--- config.mk ---
export PLATFORM = sky130hd
export DESIGN_NAME = stcDemodTop
export DESIGN_NICKNAME = d
export VERILOG_FILES = /design/src/stcPkg.sv /design/src/busDecode.sv /design/src/configRegs.sv /design/src/dacChannel.sv /design/src/samplePath.sv /design/src/readMux.sv /design/src/stcDemodTop.sv
export VERILOG_INCLUDE_DIRS = /design/src
export SDC_FILE = /design/constraint.sdc
export NUM_CORES = 1
export LEC_CHECK = 0
export BUFFER_PORTS_ARGS = -buffer_cell sky130_fd_sc_hd__buf_2
export CAP_MARGIN = 0
export CORE_UTILIZATION = 40
export DETAILED_ROUTE_END_ITERATION = 8
export GPL_TIMING_DRIVEN = 0
export PLACE_DENSITY = 0.66
export SLEW_MARGIN = 0
export SYNTH_ARGS = -nofsm -noshare
export SYNTH_HDL_FRONTEND = slang
export SYNTH_HIERARCHICAL = 1
export SYNTH_SLANG_ARGS = --single-unit
--- constraint.sdc ---
create_clock -name clk -period 1.8 [get_ports clk]
set_input_delay 0.18 -clock clk [delete_from_list [all_inputs] [get_ports clk]]
set_output_delay 0.18 -clock clk [all_outputs]
set_load 0.02 [all_outputs]
--- src/stc_params.svh ---
`ifndef STC_PARAMS_SVH
`define STC_PARAMS_SVH

//**********************************************************
// Widths
//**********************************************************
`define STC_ADDR_W      13      // Wishbone word address
`define STC_DATA_W      24
`define STC_SAMPLE_W    18
`define STC_ADC_W       14      // Offset binary from the ADC
`define STC_DAC_W       14      // Offset binary to the DAC
`define STC_PAD_W       4       // Zero bits below the ADC word

`define STC_VERSION     654

//**********************************************************
// Address map
//**********************************************************
`define STC_TOP_BASE    13'h000
`define STC_DAC0_BASE   13'h100
`define STC_DAC1_BASE   13'h110
`define STC_SPACE_MASK  13'h1F0

// Top space offsets
`define REG_VERSION     4'd0
`define REG_SCRATCH     4'd1
`define REG_STATUS      4'd2

// DAC space offsets, same in both channels
`define REG_SOURCE      4'd0
`define REG_TEST        4'd1

`endif

--- src/stcPkg.sv ---
`default_nettype none
`include "stc_params.svh"

package stcPkg;

    // One sample of a stream
    typedef struct packed {
        logic                               valid;
        logic signed [`STC_SAMPLE_W-1:0]    data;
    } sampleT;

    typedef enum logic [1:0] {
        spaceNone,
        spaceTop,
        spaceDac0,
        spaceDac1
    } regSpaceT;

    // Decoded bus cycle
    typedef struct packed {
        logic                       strobe;     // High on the cycle before ack
        logic                       write;
        regSpaceT                   space;
        logic [3:0]                 offset;
        logic [`STC_DATA_W-1:0]     data;
        logic [1:0]                 sel;        // Lane 0 is 15:0, lane 1 is 23:16
    } busAccessT;

    typedef enum logic [3:0] {
        srcTest  = 4'd0,
        srcDemod = 4'd1,
        srcStc   = 4'd2,
        srcAdc   = 4'd3
    } dacSourceT;

    // Settings for one DAC channel
    typedef struct packed {
        dacSourceT                          source;
        logic signed [`STC_SAMPLE_W-1:0]    testValue;
    } dacRegsT;

endpackage

`default_nettype wire

--- src/busDecode.sv ---
`timescale 1ns/1ps
`default_nettype none
`include "stc_params.svh"

module busDecode (
    input  logic                        clk,
    input  logic                        reset,
    input  logic                        wbCyc,
    input  logic                        wbStb,
    input  logic                        wbWe,
    input  logic [`STC_ADDR_W-1:0]      wbAdr,
    input  logic [`STC_DATA_W-1:0]      wbDatW,
    input  logic [1:0]                  wbSel,
    output logic                        wbAck,
    output stcPkg::busAccessT           access
);

    import stcPkg::*;

    logic                       strobe;
    logic [`STC_ADDR_W-1:0]     maskedAdr;
    regSpaceT                   space;

    // One request per cycle of ack low
    assign strobe = wbCyc && wbStb && !wbAck;

    always_ff @(posedge clk) begin
        if (reset) begin
            wbAck <= 1'b0;
        end else begin
            wbAck <= strobe;    // Fixed one cycle latency
        end
    end

    //**********************************************************
    // Address space decode
    //**********************************************************
    assign maskedAdr = wbAdr & `STC_SPACE_MASK;

    always_comb begin
        case (maskedAdr)
            `STC_TOP_BASE:  space = spaceTop;
            `STC_DAC0_BASE: space = spaceDac0;
            `STC_DAC1_BASE: space = spaceDac1;
            default:        space = spaceNone;    // Acked, reads zero
        endcase
    end

    assign access = '{strobe: strobe, write: wbWe, space: space,
                      offset: wbAdr[3:0], data: wbDatW, sel: wbSel};

    ackSingle: assert property (@(posedge clk) disable iff (reset)
        wbAck |=> !wbAck);

    ackAfterRequest: assert property (@(posedge clk) disable iff (reset)
        wbAck |-> $past(wbCyc && wbStb));

endmodule

`default_nettype wire

--- src/configRegs.sv ---
`timescale 1ns/1ps
`default_nettype none
`include "stc_params.svh"

module configRegs (
    input  logic                        clk,
    input  logic                        reset,
    input  stcPkg::busAccessT           access,
    input  logic                        pilotFound,
    input  logic                        pilotLocked,
    output logic [`STC_DATA_W-1:0]      topRead,
    output logic [`STC_DATA_W-1:0]      dac0Read,
    output logic [`STC_DATA_W-1:0]      dac1Read,
    output stcPkg::dacRegsT             dac0Regs,
    output stcPkg::dacRegsT             dac1Regs,
    output logic                        lockLed0n,
    output logic                        lockLed1n
);

    import stcPkg::*;

    logic [`STC_DATA_W-1:0]     scratch;
    dacRegsT                    dacRegs [2];
    logic [`STC_DATA_W-1:0]     dacRead [2];

    // Keep lanes whose sel bit is low
    function automatic logic [`STC_DATA_W-1:0] mergeLanes(
        input logic [`STC_DATA_W-1:0] oldWord,
        input logic [`STC_DATA_W-1:0] newWord,
        input logic [1:0]             sel
    );
        logic [`STC_DATA_W-1:0] merged;
        merged = oldWord;
        if (sel[0]) merged[15:0] = newWord[15:0];
        if (sel[1]) merged[23:16] = newWord[23:16];
        return merged;
    endfunction

    //**********************************************************
    // Top space
    //**********************************************************
    always_ff @(posedge clk) begin
        if (reset) begin
            scratch <= '0;
        end else if (access.strobe && access.write && access.space == spaceTop
                     && access.offset == `REG_SCRATCH) begin
            scratch <= mergeLanes(scratch, access.data, access.sel);
        end
    end

    always_comb begin
        case (access.offset)
            `REG_VERSION: topRead = `STC_DATA_W'(`STC_VERSION);
            `REG_SCRATCH: topRead = scratch;
            `REG_STATUS:  topRead = {{(`STC_DATA_W-2){1'b0}}, pilotLocked, pilotFound};
            default:      topRead = '0;
        endcase
    end

    //**********************************************************
    // DAC spaces
    //**********************************************************
    for (genvar ch = 0; ch < 2; ch++) begin : gDac
        localparam regSpaceT chSpace = (ch == 0) ? spaceDac0 : spaceDac1;

        logic                       dacWrite;
        logic [`STC_DATA_W-1:0]     srcWord;
        logic [`STC_DATA_W-1:0]     testWord;
        logic [`STC_DATA_W-1:0]     readWord;

        assign dacWrite = access.strobe && access.write && access.space == chSpace;
        assign srcWord  = mergeLanes({{(`STC_DATA_W-4){1'b0}}, dacRegs[ch].source},
                                     access.data, access.sel);
        assign testWord = mergeLanes(`STC_DATA_W'(dacRegs[ch].testValue),
                                     access.data, access.sel);

        always_ff @(posedge clk) begin
            if (reset) begin
                dacRegs[ch] <= '0;
            end else if (dacWrite) begin
                // Unknown source codes are dropped
                if (access.offset == `REG_SOURCE &&
                    srcWord[3:0] inside {srcTest, srcDemod, srcStc, srcAdc})
                    dacRegs[ch].source <= dacSourceT'(srcWord[3:0]);
                if (access.offset == `REG_TEST)
                    dacRegs[ch].testValue <= testWord[`STC_SAMPLE_W-1:0];
            end
        end

        always_comb begin
            case (access.offset)
                `REG_SOURCE: readWord = {{(`STC_DATA_W-4){1'b0}}, dacRegs[ch].source};
                `REG_TEST:   readWord = `STC_DATA_W'(dacRegs[ch].testValue);  // Sign extended
                default:     readWord = '0;
            endcase
        end
        assign dacRead[ch] = readWord;

        sourceLegal: assert property (@(posedge clk) disable iff (reset)
            dacRegs[ch].source inside {srcTest, srcDemod, srcStc, srcAdc});
    end

    assign dac0Read = dacRead[0];
    assign dac1Read = dacRead[1];
    assign dac0Regs = dacRegs[0];
    assign dac1Regs = dacRegs[1];

    assign lockLed0n = !pilotFound;     // LEDs are active low
    assign lockLed1n = !pilotLocked;

endmodule

`default_nettype wire

--- src/dacChannel.sv ---
`timescale 1ns/1ps
`default_nettype none
`include "stc_params.svh"

module dacChannel (
    input  logic                        clk,
    input  logic                        reset,
    input  stcPkg::dacRegsT             regs,
    input  stcPkg::sampleT              demodSample,
    input  stcPkg::sampleT              stcSample,
    input  stcPkg::sampleT              adcSample,
    output logic [`STC_DAC_W-1:0]       dacData
);

    import stcPkg::*;

    sampleT     selected;

    //**********************************************************
    // Source select
    //**********************************************************
    always_ff @(posedge clk) begin
        if (reset) begin
            selected <= '0;
        end else begin
            case (regs.source)
                srcDemod: selected <= demodSample;
                srcStc:   selected <= stcSample;
                srcAdc:   selected <= adcSample;
                default:  selected <= '{valid: 1'b1, data: regs.testValue};
            endcase
        end
    end

    // Signed to offset binary, top bits only
    always_ff @(posedge clk) begin
        if (reset) begin
            dacData <= {1'b1, {(`STC_DAC_W-1){1'b0}}};    // Mid scale
        end else if (selected.valid) begin
            dacData <= {~selected.data[`STC_SAMPLE_W-1],
                        selected.data[`STC_SAMPLE_W-2 -: `STC_DAC_W-1]};
        end
    end

endmodule

`default_nettype wire

--- src/samplePath.sv ---
`timescale 1ns/1ps
`default_nettype none
`include "stc_params.svh"

module samplePath (
    input  logic                        clk,
    input  logic                        reset,
    input  logic [`STC_ADC_W-1:0]       adc0,
    input  stcPkg::sampleT              demodSample0,
    input  stcPkg::sampleT              demodSample1,
    input  stcPkg::sampleT              stcSample0,
    input  stcPkg::sampleT              stcSample1,
    input  stcPkg::dacRegsT             dac0Regs,
    input  stcPkg::dacRegsT             dac1Regs,
    output logic [`STC_DAC_W-1:0]       dac0Data,
    output logic [`STC_DAC_W-1:0]       dac1Data
);

    import stcPkg::*;

    logic [`STC_ADC_W-1:0]              adcReg;
    logic signed [`STC_SAMPLE_W-1:0]    adcData;
    sampleT                             adcSample;

    //**********************************************************
    // ADC reclock
    //**********************************************************
    always_ff @(posedge clk) begin
        adcReg  <= adc0;
        adcData <= $signed({~adcReg[`STC_ADC_W-1], adcReg[`STC_ADC_W-2:0],
                            {`STC_PAD_W{1'b0}}});     // Offset binary to two's complement
    end

    assign adcSample = '{valid: 1'b1, data: adcData};   // New word every clock

    dacChannel u_dac0 (.clk(clk), .reset(reset), .regs(dac0Regs),
        .demodSample(demodSample0), .stcSample(stcSample0),
        .adcSample(adcSample), .dacData(dac0Data));

    dacChannel u_dac1 (.clk(clk), .reset(reset), .regs(dac1Regs),
        .demodSample(demodSample1), .stcSample(stcSample1),
        .adcSample(adcSample), .dacData(dac1Data));

endmodule

`default_nettype wire

--- src/readMux.sv ---
`timescale 1ns/1ps
`default_nettype none
`include "stc_params.svh"

module readMux (
    input  logic                        clk,
    input  logic                        reset,
    input  stcPkg::busAccessT           access,
    input  logic [`STC_DATA_W-1:0]      topRead,
    input  logic [`STC_DATA_W-1:0]      dac0Read,
    input  logic [`STC_DATA_W-1:0]      dac1Read,
    output logic [`STC_DATA_W-1:0]      wbDatR
);

    import stcPkg::*;

    // Loaded on the ack edge, held otherwise
    always_ff @(posedge clk) begin
        if (reset) begin
            wbDatR <= '0;
        end else if (access.strobe && !access.write) begin
            case (access.space)
                spaceTop:  wbDatR <= topRead;
                spaceDac0: wbDatR <= dac0Read;
                spaceDac1: wbDatR <= dac1Read;
                default:   wbDatR <= '0;    // Unmapped
            endcase
        end
    end

endmodule

`default_nettype wire

--- src/stcDemodTop.sv ---
`timescale 1ns/1ps
`default_nettype none
`include "stc_params.svh"

module stcDemodTop (
    input  logic                        clk,
    input  logic                        reset,

    // Wishbone classic slave
    input  logic                        wbCyc,
    input  logic                        wbStb,
    input  logic                        wbWe,
    input  logic [`STC_ADDR_W-1:0]      wbAdr,
    input  logic [`STC_DATA_W-1:0]      wbDatW,
    input  logic [1:0]                  wbSel,
    output logic [`STC_DATA_W-1:0]      wbDatR,
    output logic                        wbAck,

    // Sample streams
    input  logic [`STC_ADC_W-1:0]       adc0,
    input  stcPkg::sampleT              demodSample0,
    input  stcPkg::sampleT              demodSample1,
    input  stcPkg::sampleT              stcSample0,
    input  stcPkg::sampleT              stcSample1,
    input  logic                        pilotFound,
    input  logic                        pilotLocked,

    output logic [`STC_DAC_W-1:0]       dac0Data,
    output logic [`STC_DAC_W-1:0]       dac1Data,
    output logic                        lockLed0n,
    output logic                        lockLed1n
);

    import stcPkg::*;

    busAccessT                  access;
    logic [`STC_DATA_W-1:0]     topRead;
    logic [`STC_DATA_W-1:0]     dac0Read;
    logic [`STC_DATA_W-1:0]     dac1Read;
    dacRegsT                    dac0Regs;
    dacRegsT                    dac1Regs;

    busDecode u_bus (.clk(clk), .reset(reset), .wbCyc(wbCyc), .wbStb(wbStb),
        .wbWe(wbWe), .wbAdr(wbAdr), .wbDatW(wbDatW), .wbSel(wbSel),
        .wbAck(wbAck), .access(access));

    configRegs u_regs (.clk(clk), .reset(reset), .access(access),
        .pilotFound(pilotFound), .pilotLocked(pilotLocked), .topRead(topRead),
        .dac0Read(dac0Read), .dac1Read(dac1Read), .dac0Regs(dac0Regs),
        .dac1Regs(dac1Regs), .lockLed0n(lockLed0n), .lockLed1n(lockLed1n));

    samplePath u_samples (.clk(clk), .reset(reset), .adc0(adc0),
        .demodSample0(demodSample0), .demodSample1(demodSample1),
        .stcSample0(stcSample0), .stcSample1(stcSample1),
        .dac0Regs(dac0Regs), .dac1Regs(dac1Regs),
        .dac0Data(dac0Data), .dac1Data(dac1Data));

    readMux u_rdMux (.clk(clk), .reset(reset), .access(access), .topRead(topRead),
        .dac0Read(dac0Read), .dac1Read(dac1Read), .wbDatR(wbDatR));

endmodule

`default_nettype wire

After elaboration in Yosys (flattened, before gate mapping)
Memory sizes are Yosys's and may differ from the RTL's. Index checks and enable logic that the tools add are counted.

Shift operators: 0. $mul: 0. Reductions and logical operators: 22. Bitwise logic cells: 7. Equality and inequality tests: 19. Order comparisons: 0. Muxes and demuxes: 34. Add/subtract/negate cells: 0. Divide/modulo/power cells: 0.

Operators by type and width (count): 24-bit case mux with 3 select lines (2); 19-bit case mux with 3 select lines (2); 24-bit case mux with 2 select lines (2); 4-bit by 2-bit == test with 1-bit output, second input constant (9); 18-bit two-way mux (2); 16-bit two-way mux (2); 4-bit by 1-bit == test with 1-bit output, second input constant (5); 1-bit two-way mux (17); 4-bit two-way mux (4); 13-bit logical NOT (1); 4-bit logical NOT (3); 5-bit == test, second input constant (2); 1-bit logical AND (10); 4-bit nonzero test (2); 2-bit case mux with 3 select lines (1); 2-bit == test, second input constant (2); 1-bit logical NOT (4); 2-bit two-way mux (2); 1-bit OR (4); 2-bit AND reduction (2); 1-bit NOT (3); 2-bit by 1-bit == test with 1-bit output, second input constant (1).

Bits in read-only memories: 0. Logic and storage cells: 95. Bits in writable memories: 44. Register bits after elaboration: 143. Memories kept: 1. Bits in latches: 0.

Memory list: u_regs.dacRegs (depth 2, width 22, rd ports 2, clocked after Yosys merged registers in 0, write ports 2, line configRegs.sv:23) `dacRegsT dacRegs [2];`.

Depth between registers and ports, before layout
Gate-level depths: netlist (run 1). An unclocked memory read counts as a cell.

Depth in word-level cells: 10. Gate-level depth with buffers: 8. Gate-level depth less buffers: 6.

Cells and area by module
Netlist (run 1), hierarchy kept.

By module, submodules not included: configRegs (area an instance 3383.2 sq um, cells an instance 329, instances 1); dacChannel (area an instance 1423.9 sq um, cells an instance 141, instances 2); readMux (area an instance 1531.5 sq um, cells an instance 141, instances 1); samplePath (area an instance 571.8 sq um, cells an instance 31, instances 1); busDecode (area an instance 309.0 sq um, cells an instance 39, instances 1).

Least setup slack after synthesis (run 1)
OpenSTA, ideal clock, no wires.

Path type: input -> register. From: input wbAdr[1]. To: memory u_regs/dacRegs[0][0] (netlist bit), enable pin. Stages on the path: 5. Library setup time: 0.372 ns. Arrival: 1.603 ns. Required time: 1.428 ns. Path slack: -0.175 ns. Cells stage by stage: buf_4 > nor4b_1 > clkbuf_1 > nand3_1 > nand2_1.

RTL lines: from (decl) (line stcDemodTop.sv:13) `` input logic [`STC_ADDR_W-1:0] wbAdr, ``; to (decl) (line configRegs.sv:23).

==> flow_summary_export.csv, run 1 <==
group,metric,value,unit
die,num_rows,53,
die,die_w,149,um
sta,hold_viol_final,0,
die,design.die.area,22200,um^2
worst_setup_path,arrival,1930,ps
final_layout,seq_area,4020,um^2
sta,rsz0062_at_grt,"false",
detailed_routing,finalWirelength,24500,um
worst_setup_path,crit_type,"register to register",
global_route,antenna_found_initial,0,
yosys,synth.cell_area,8640,um^2
worst_setup_path,cp_num_buf_inv,2,
worst_setup_path,crit_slowest_cell,"dfxtp_1",
clock_tree,clock_path_buffers,2,
worst_setup_path,crit_path_end_kind,"register",
worst_setup_path,crit_fanout,10,
sta,max_slew.worst_pin.slew,712,ps
die,die_y,149,um
worst_setup_path,crit_chain,"nor2_1 > buf_4 > and4b_2 > and4b_2 > clkbuf_4 > and2_1",
sta,fmax,0.573,GHz
sta,tns,0,ps
final_layout,diodes,0,
die,start_util,0.410,
yosys,syn_area_per_cell,10.5,um^2
pwr,ir_worst_vdd,699,uV
sta,holdWs,15.8,ps
global_route,grt.overflow.total,0,
place,port_buffers,139,
worst_setup_path,cpMostUsedCell,"and4b_2",
detailed_routing,post_drt_wl_per_cell,18.9,um
clock_tree,cts_buffers,17,
final_layout,syn_to_final_growth,23.0,%
global_route,grt_pass1_vias,6454,
pwr,power_leakage,4.51,nW
sta,fin_crit_sh,0.970,
clock_tree,insertion_delay,430,ps
min_path,hp-class,"input port to register",
sta,layout_min_cycle_time,1750,ps
final_layout,fill_cells,1958,
final_layout,nNetsFinal,1144,
clock_tree,cts_root_buf,"clkbuf_16",
detailed_routing,antenna_left,0,
detailed_routing,firstDrtPassIters,8,
worst_setup_path,crit_path_start_kind,"register",
global_route,grt_max_degree,22,
clock_tree,cts_sinks,179,
worst_setup_path,crit_family,"simple AND/OR/NAND/NOR gates",
detailed_routing,vias_per_cell,5.24,
detailed_routing,vias,6793,
pwr,power_density,861,nW/um^2
clock_tree,cts_max_level,4,
worst_setup_path,crit_required,1990,ps
global_route,grt_pass1_wl,35800,um
die,floorplan.io_pins,191,
clock_tree,cts_tree,"built",
run_status,status,"complete, no violations",
yosys,syn_inst,821,
place,globalplace.congestion,0.815,
final_layout,multi_input_area,3790,um^2
die,core-area,21100,um^2
sta,fin_skew,9.67,ps
clock_tree,cts.clk_slew.worst_paths,70,ps
sta,finalSetupViolCount,0,
place,hpwlAfterDp,18000,um
detailed_routing,drcViolationCount,0,
final_layout,drive_above_1_share,0.311,
worst_setup_path,slowest_delay,350,ps
yosys,yosysWarnings,6,
sta,final-max-slew-violation-count,0,
sta,slew_headroom,0.523,
detailed_routing,drt_iter0_markers,484,
job,max_cap_violations,0,
global_route,gr-usage-all-layers,0.218,
-- metrics by stage --
stage / utilization / worst slack [ps] / area [um^2] / instances / power [W]
floorplan: - / 7.46 / 8670 / 825 / 0.00494
global placement: 0.460 / -775 / 9710 / 1239 / 0.00526
detailed placement: 0.460 / -790 / 9710 / 1239 / 0.00527
CTS: 0.502 / 0.670 / 10600 / 1295 / 0.00921
global route: 0.504 / 6.33 / 10600 / 1296 / 0.00945
finish: 0.504 / 54.8 / 10600 / 1296 / 0.00915
-- layer usage --
layer  share of wire  GRT usage
met4           0.027     0.0908
met1            0.41      0.279
met2            0.48      0.359
met3           0.076     0.0413
met5               0          0
-- cell usage in the layout, fill, tap and decap left out, types with 22 or more instances in the layout --
cell / instances
nor2_1: 36
nand2_1: 87
nand3_1: 24
mux2_4: 37
dfxtp_1: 135
buf_4: 52
edfxtp_1: 44
mux2i_1: 60
and2_1: 82
a211oi_1: 25
a222oi_1: 24
buf_2: 149
o221a_1: 28
a21oi_1: 36
dlygate4sd3_1: 22
inv_1: 39
-- where the power goes --
| group | switching (W) | internal, W | total, W |
|---|---|---|---|
| clock | 0.00182 | 0.00210 | 0.00392 |
| sequential | 0.0000883 | 0.00426 | 0.00434 |
| combinational | 0.000474 | 0.000406 | 0.000880 |
| total | 0.00239 | 0.00676 | 0.00915 |
-- worst reg2reg max path, cell delays in order, from the launching register on --
cell and delay [ps]:
dfxtp_1 350, nor2_1 50, buf_4 130, and4b_2 290, and4b_2 290, clkbuf_4 220, and2_1 180
-- worst paths after layout --
check,start,to,slack [ps],cells after the start
setup reg to reg,u_bus/wbAck,u_regs/dacRegs[0][10],50,6
setup / recovery,u_bus/wbAck,u_regs/dacRegs[0][10],50,6
hold / removal,wbDatW[8],u_regs/scratch[8],20,3
hold reg to reg,u_samples/adcReg[8],u_samples/adcData[12],330,0
-- area by class of cell --
type / instances / area share
Clock inverter: 14 / 0.0161
Buffer: 97 / 0.0691
Timing Repair Buffer: 165 / 0.0902
Inverter: 40 / 0.0141
Sequential cell: 179 / 0.379
Multi-Input combinational cell: 508 / 0.357
Clock buffer: 18 / 0.0424
Tap cell: 275 / 0.0324
-- state kept, by name, indices dropped and copies added, names as in the netlist --
| name | count |
|---|---|
| u_samples/adcData | 14 |
| u_samples/u_dac1/selected | 15 |
| u_samples/u_dac1/dacData | 14 |
| u_regs/dacRegs | 44 |
| u_regs/scratch | 24 |
| u_rdMux/wbDatR | 24 |
| u_bus/wbAck | 1 |
| u_samples/u_dac0/selected | 15 |
| u_samples/adcReg | 14 |
| u_samples/u_dac0/dacData | 14 |
-- timing repair --
item                                   in CTS  in global routing
setup endpoints to repair                  44                 57
endpoints found under the hold margin      22                  0
gates resized for setup                     4                  8
hold buffers                               22                  0
pin swaps                                   1                  1
cloned                                      0                  1
buffers inserted                            4                  0
(Power assumes the default switching activity.)
==> inputs of run 2 (changes only) <==
BUFFER_PORTS_ARGS = -buffer_cell sky130_fd_sc_hd__buf_4   (was -buffer_cell sky130_fd_sc_hd__buf_2)
PLACE_DENSITY = 0.64   (was 0.66)
clock period = 2 ns   (was 1.8 ns; I/O delays follow)
==> flow_summary_export.csv, run 2 (synthesized netlist as in run 1, its figures left out) <==
group,metric,value,unit
run_status,status,"complete, no violations",
final_layout,seq_area,4020,um^2
worst_setup_path,startpoint,"u_bus/wbAck",
detailed_routing,vias_per_cell,5.17,
global_route,grt_pass1_vias,6541,
pwr,power_leakage,4.51,nW
min_path,hp-class,"input port to register",
die,die_w,149,um
worst_setup_path,crit_family,"simple AND/OR/NAND/NOR gates",
sta,hold_viol_final,0,
final_layout,largest_reg_flops,44,
detailed_routing,firstDrtPassIters,5,
sta,slew_headroom,0.516,
detailed_routing,drt_iter0_markers,494,
worst_setup_path,crit_type,"register to register",
global_route,gr-usage-all-layers,0.222,
detailed_routing,antenna_left,0,
worst_setup_path,cp_num_buf_inv,2,
pwr,ir_worst_vdd,600,uV
worst_setup_path,crit_fanout,10,
worst_setup_path,arrival,2190,ps
final_layout,reg_top3,"u_regs/dacRegs x44, u_rdMux/wbDatR x24, u_regs/scratch x24",
worst_setup_path,crit_required,2300,ps
place,hpwlAfterDp,18100,um
worst_setup_path,worstSetupEndpoint,"u_regs/dacRegs[1][4]",
worst_setup_path,crit_chain,"nor2_1 > buf_4 > and4_1 > and4b_2 > clkbuf_2 > and2_1",
clock_tree,postCtsSetupBuffers,0,
sta,holdWs,17.1,ps
global_route,grt_pass1_wl,36500,um
final_layout,nNetsFinal,1134,
sta,fin_skew,9.42,ps
final_layout,fill_cells,1948,
place,post-place-cells,1239,
place,dp_slack,-791,ps
worst_setup_path,cp.depth,6,
final_layout,diodes,0,
global_route,grt.overflow.total,0,
worst_setup_path,reg2reg_to,"u_regs/dacRegs[1][4]",
place,globalplace.congestion,0.813,
clock_tree,insertion_delay,440,ps
die,floorplan.io_pins,191,
clock_tree,cts_root_buf,"clkbuf_16",
final_layout,final_cells,1286,
clock_tree,cts_tree,"built",
sta,tns,0,ps
final_layout,syn_to_final_growth,25.3,%
detailed_routing,vias,6653,
job,max_cap_violations,0,
clock_tree,cts_sinks,179,
die,design.die.area,22200,um^2
worst_setup_path,crit_path_end_kind,"register",
worst_setup_path,r2r-start,"u_bus/wbAck",
final_layout,final_common_cell,"buf_4",
final_layout,drive_above_1_share,0.308,
place,port_buffers,139,
clock_tree,cts_buffers,17,
die,die_y,149,um
clock_tree,cts_max_level,4,
global_route,grt_max_degree,22,
sta,fmax,0.529,GHz
sta,layout_min_cycle_time,1890,ps
die,num_rows,53,
sta,fin_ws,110,ps
pwr,fin_total_pwr,0.00812,W
die,core-area,21100,um^2
detailed_routing,drcViolationCount,0,
sta,finalSetupViolCount,0,
pwr,power_density,750,nW/um^2
sta,final-max-slew-violation-count,0,
final_layout,multi_input_area,3760,um^2
detailed_routing,finalWirelength,24200,um
sta,rsz0062_at_grt,"false",
global_route,antenna_found_initial,0,
worst_setup_path,rr_worst_depth,6,
worst_setup_path,slowest_delay,430,ps
sta,fin_crit_sh,0.945,
final_layout,final_cell_mix,"188 x buf_4, 135 x dfxtp_1, 87 x nand2_1",
clock_tree,cts.clk_slew.worst_paths,80,ps
clock_tree,clock_path_buffers,2,
sta,max_slew.worst_pin.slew,727,ps
die,start_util,0.410,
worst_setup_path,worst-r2r-setup-slack,110,ps
worst_setup_path,crit_slowest_cell,"and4b_2",
detailed_routing,post_drt_wl_per_cell,18.8,um
worst_setup_path,crit_path_start_kind,"register",
final_layout,top_register,"u_regs/dacRegs",
## run 2: changes by cell type in the layout (fill, tap and decap cells not counted), sizes merged
| cell | before | now |
|---|---|---|
| dlygate4sd3 | 22 | 17 |
| clkinv | 1 | 6 |
| clkbuf | 41 | 40 |
| inv | 52 | 49 |
| bufinv | 1 | 0 |
| buf | 217 | 213 |
| and4b | 4 | 3 |
## run 2: worst min path at each step
stage	start	end	slack, ps	depth (start not counted)
after global placement	adc0[2]	u_samples/adcReg[2]	300	1
after global routing	wbDatW[18]	u_regs/scratch[18]	20	3
final	wbDatW[23]	u_regs/scratch[23]	20	3
after floorplan	adc0[0]	u_samples/adcReg[0]	230	0
after detailed placement	adc0[2]	u_samples/adcReg[2]	310	1
after CTS	wbDatW[23]	u_regs/scratch[23]	5	3
## run 2: layout make-up
type,count,area share
plain buffers,97,0.0672
clock buffers,17,0.0393
clock inverters,15,0.0165
inverters,40,0.0139
multi-input cells,507,0.347
flip-flops and latches,179,0.372
well taps,275,0.0318
repair buffers,156,0.112
## run 2: per-layer routing
| metal | track usage | up-vias | routed length (um) |
|---|---|---|---|
| li1 | - | 3214 | - |
| met1 | 0.295 | 3181 | 10600 |
| met2 | 0.368 | 227 | 11800 |
| met3 | 0.0336 | 31 | 1400 |
| met4 | 0.0760 | 0 | 499 |
| met5 | 0 | - | 0 |
## run 2: stage by stage
stage           util  area (um^2)
3_5_place_dp   0.476        10000
4_1_cts        0.513        10800
2_1_floorplan      -         8650
3_3_place_gp   0.476        10000
6_report       0.513        10800
5_1_grt        0.513        10800
## run 2: worst reg2reg max path: stages, from the launching register on
cell	delay (ps)
dfxtp_1	320
nor2_1	110
buf_4	130
and4_1	290
and4b_2	430
clkbuf_2	310
and2_1	170
## run 2: power breakdown
group / switching (W) / internal (W)
registers: 0.0000808 / 0.00383
clock network: 0.00167 / 0.00170
logic: 0.000422 / 0.000416
## run 2: what timing repair did
item	CTS	global route
gates resized for setup	5	4
hold buffers	17	0
setup endpoints to repair	59	15
hold endpoints to repair	17	0
==> inputs of run 3 (changes only) <==
clock period = 1.9 ns   (was 2 ns; I/O delays follow)
==> flow_summary_export.csv, run 3 (synthesized netlist as in run 1, its figures left out) <==
group,metric,value,unit
place,hpwlAfterDp,18200,um
pwr,power_density,790,nW/um^2
global_route,grt_pass1_wl,36200,um
global_route,grt_pass1_vias,6460,
pwr,ir_worst_vdd,572,uV
pwr,fin_total_pwr,0.00862,W
clock_tree,insertion_delay,440,ps
detailed_routing,finalWirelength,24400,um
place,globalplace.congestion,0.814,
job,max_cap_violations,0,
die,design.die.area,22200,um^2
detailed_routing,vias_per_cell,5.16,
final_layout,top_register,"u_regs/dacRegs",
final_layout,diodes,0,
worst_setup_path,reg2reg_to,"u_regs/dacRegs[0][8]",
sta,tns,0,ps
sta,fin_skew,13.0,ps
worst_setup_path,crit_path_end_kind,"register",
die,die_y,149,um
die,core-area,21100,um^2
final_layout,reg_top3,"u_regs/dacRegs x44, u_rdMux/wbDatR x24, u_regs/scratch x24",
clock_tree,cts_root_buf,"clkbuf_16",
final_layout,syn_to_final_growth,26.2,%
clock_tree,cts_tree,"built",
detailed_routing,drt_iter0_markers,433,
pwr,power_leakage,4.56,nW
sta,hold_viol_final,0,
final_layout,nNetsFinal,1141,
worst_setup_path,crit_fanout,10,
global_route,grt_max_degree,22,
worst_setup_path,rr_worst_depth,6,
detailed_routing,antenna_left,0,
sta,max_slew.worst_pin.slew,744,ps
final_layout,final_common_cell,"buf_4",
clock_tree,cts_sinks,179,
worst_setup_path,r2r-start,"u_bus/wbAck",
clock_tree,cts_buffers,17,
sta,fin_crit_sh,0.946,
detailed_routing,vias,6677,
die,start_util,0.410,
final_layout,final_cell_mix,"194 x buf_4, 135 x dfxtp_1, 87 x nand2_1",
sta,final-max-slew-violation-count,0,
sta,finalSetupViolCount,0,
place,port_buffers,139,
min_path,hp-class,"input port to register",
min_path,holdPathStages,3,
run_status,status,"complete, no violations",
global_route,gr-usage-all-layers,0.221,
worst_setup_path,crit_path_start_kind,"register",
min_path,worstHoldStart,"wbDatW[23]",
sta,fmax,0.556,GHz
sta,layout_min_cycle_time,1800,ps
die,die_w,149,um
worst_setup_path,crit_required,2200,ps
worst_setup_path,worst-r2r-setup-slack,100,ps
clock_tree,cts_max_level,4,
worst_setup_path,crit_type,"register to register",
global_route,grt.overflow.total,0,
worst_setup_path,arrival,2100,ps
clock_tree,clock_path_buffers,2,
final_layout,largest_reg_flops,44,
die,floorplan.io_pins,191,
detailed_routing,drcViolationCount,0,
final_layout,drive_above_1_share,0.312,
global_route,antenna_found_initial,0,
sta,slew_headroom,0.502,
die,num_rows,53,
min_path,min_to,"u_regs/scratch[23]",
detailed_routing,post_drt_wl_per_cell,18.9,um
clock_tree,cts.clk_slew.worst_paths,70,ps
sta,rsz0062_at_grt,"false",
detailed_routing,firstDrtPassIters,7,
==> run 3: cell count changes in the layout (fill, tap and decap cells not counted), sizes merged <==
cell	change
inv	+2
buf	+5
bufinv	+1
dlygate4sd3	+2
clkinv	-3
==> run 3: how the worst max path moves through the flow <==
stage	startpoint	end	slack, ps
floorplan	wbAdr[0]	u_rdMux/wbDatR[2]	20
global placement	wbAdr[4]	u_regs/dacRegs[1][2]	-680
detailed placement	wbAdr[4]	u_regs/dacRegs[1][4]	-720
CTS	wbAdr[1]	u_rdMux/wbDatR[22]	7
global route	u_bus/wbAck	u_regs/dacRegs[0][8]	20
finish	u_bus/wbAck	u_regs/dacRegs[0][8]	100
==> run 3: power breakdown <==
group	internal [W]	switching, W	leakage, nW
logic	0.000442	0.000450	2.70
registers	0.00403	0.0000846	1.55
clock network	0.00190	0.00170	0.302
==> run 3: area by class of cell <==
class	count	area [um^2]
clock buffers	17	425
inverters	40	150
fillers	1973	10200
multi-input cells	507	3770
plain buffers	96	727
well taps	275	344
clock inverters	15	179
repair buffers	164	1280
flip-flops and latches	179	4020
==> run 3: metal layers <==
metal / GRT usage / vias up / routed length [um]
met5: 0 / - / 0
met2: 0.364 / 214 / 11800
met3: 0.0333 / 33 / 1130
met4: 0.0811 / 0 / 588
met1: 0.292 / 3212 / 10800
li1: - / 3218 / -
==> run 3: through the flow <==
step	hold slack, ps	instances	setup WS [ps]	utilization	instance area, um^2
2_1_floorplan	218	825	19.0	-	8670
6_report	21.9	1293	102	0.517	10900
4_1_cts	4.45	1288	6.54	0.514	10800
3_3_place_gp	295	1239	-679	0.477	10100
3_5_place_dp	295	1239	-723	0.477	10100
5_1_grt	21.6	1293	19.1	0.517	10900
==> run 3: what timing repair did <==
item	in CTS	in global routing
endpoints found under the hold margin	19	0
gates resized for setup	2	11
buffers inserted	0	6
hold buffers	19	0
endpoints found under the setup margin	20	79
pin swaps	0	2
==> run 3: worst max-delay path, stage by stage, from the launching register on <==
cell	delay (ps)
dfxtp_1	320
nor2_1	100
buf_4	120
and4b_1	340
and4b_2	380
clkbuf_4	250
and2_1	150
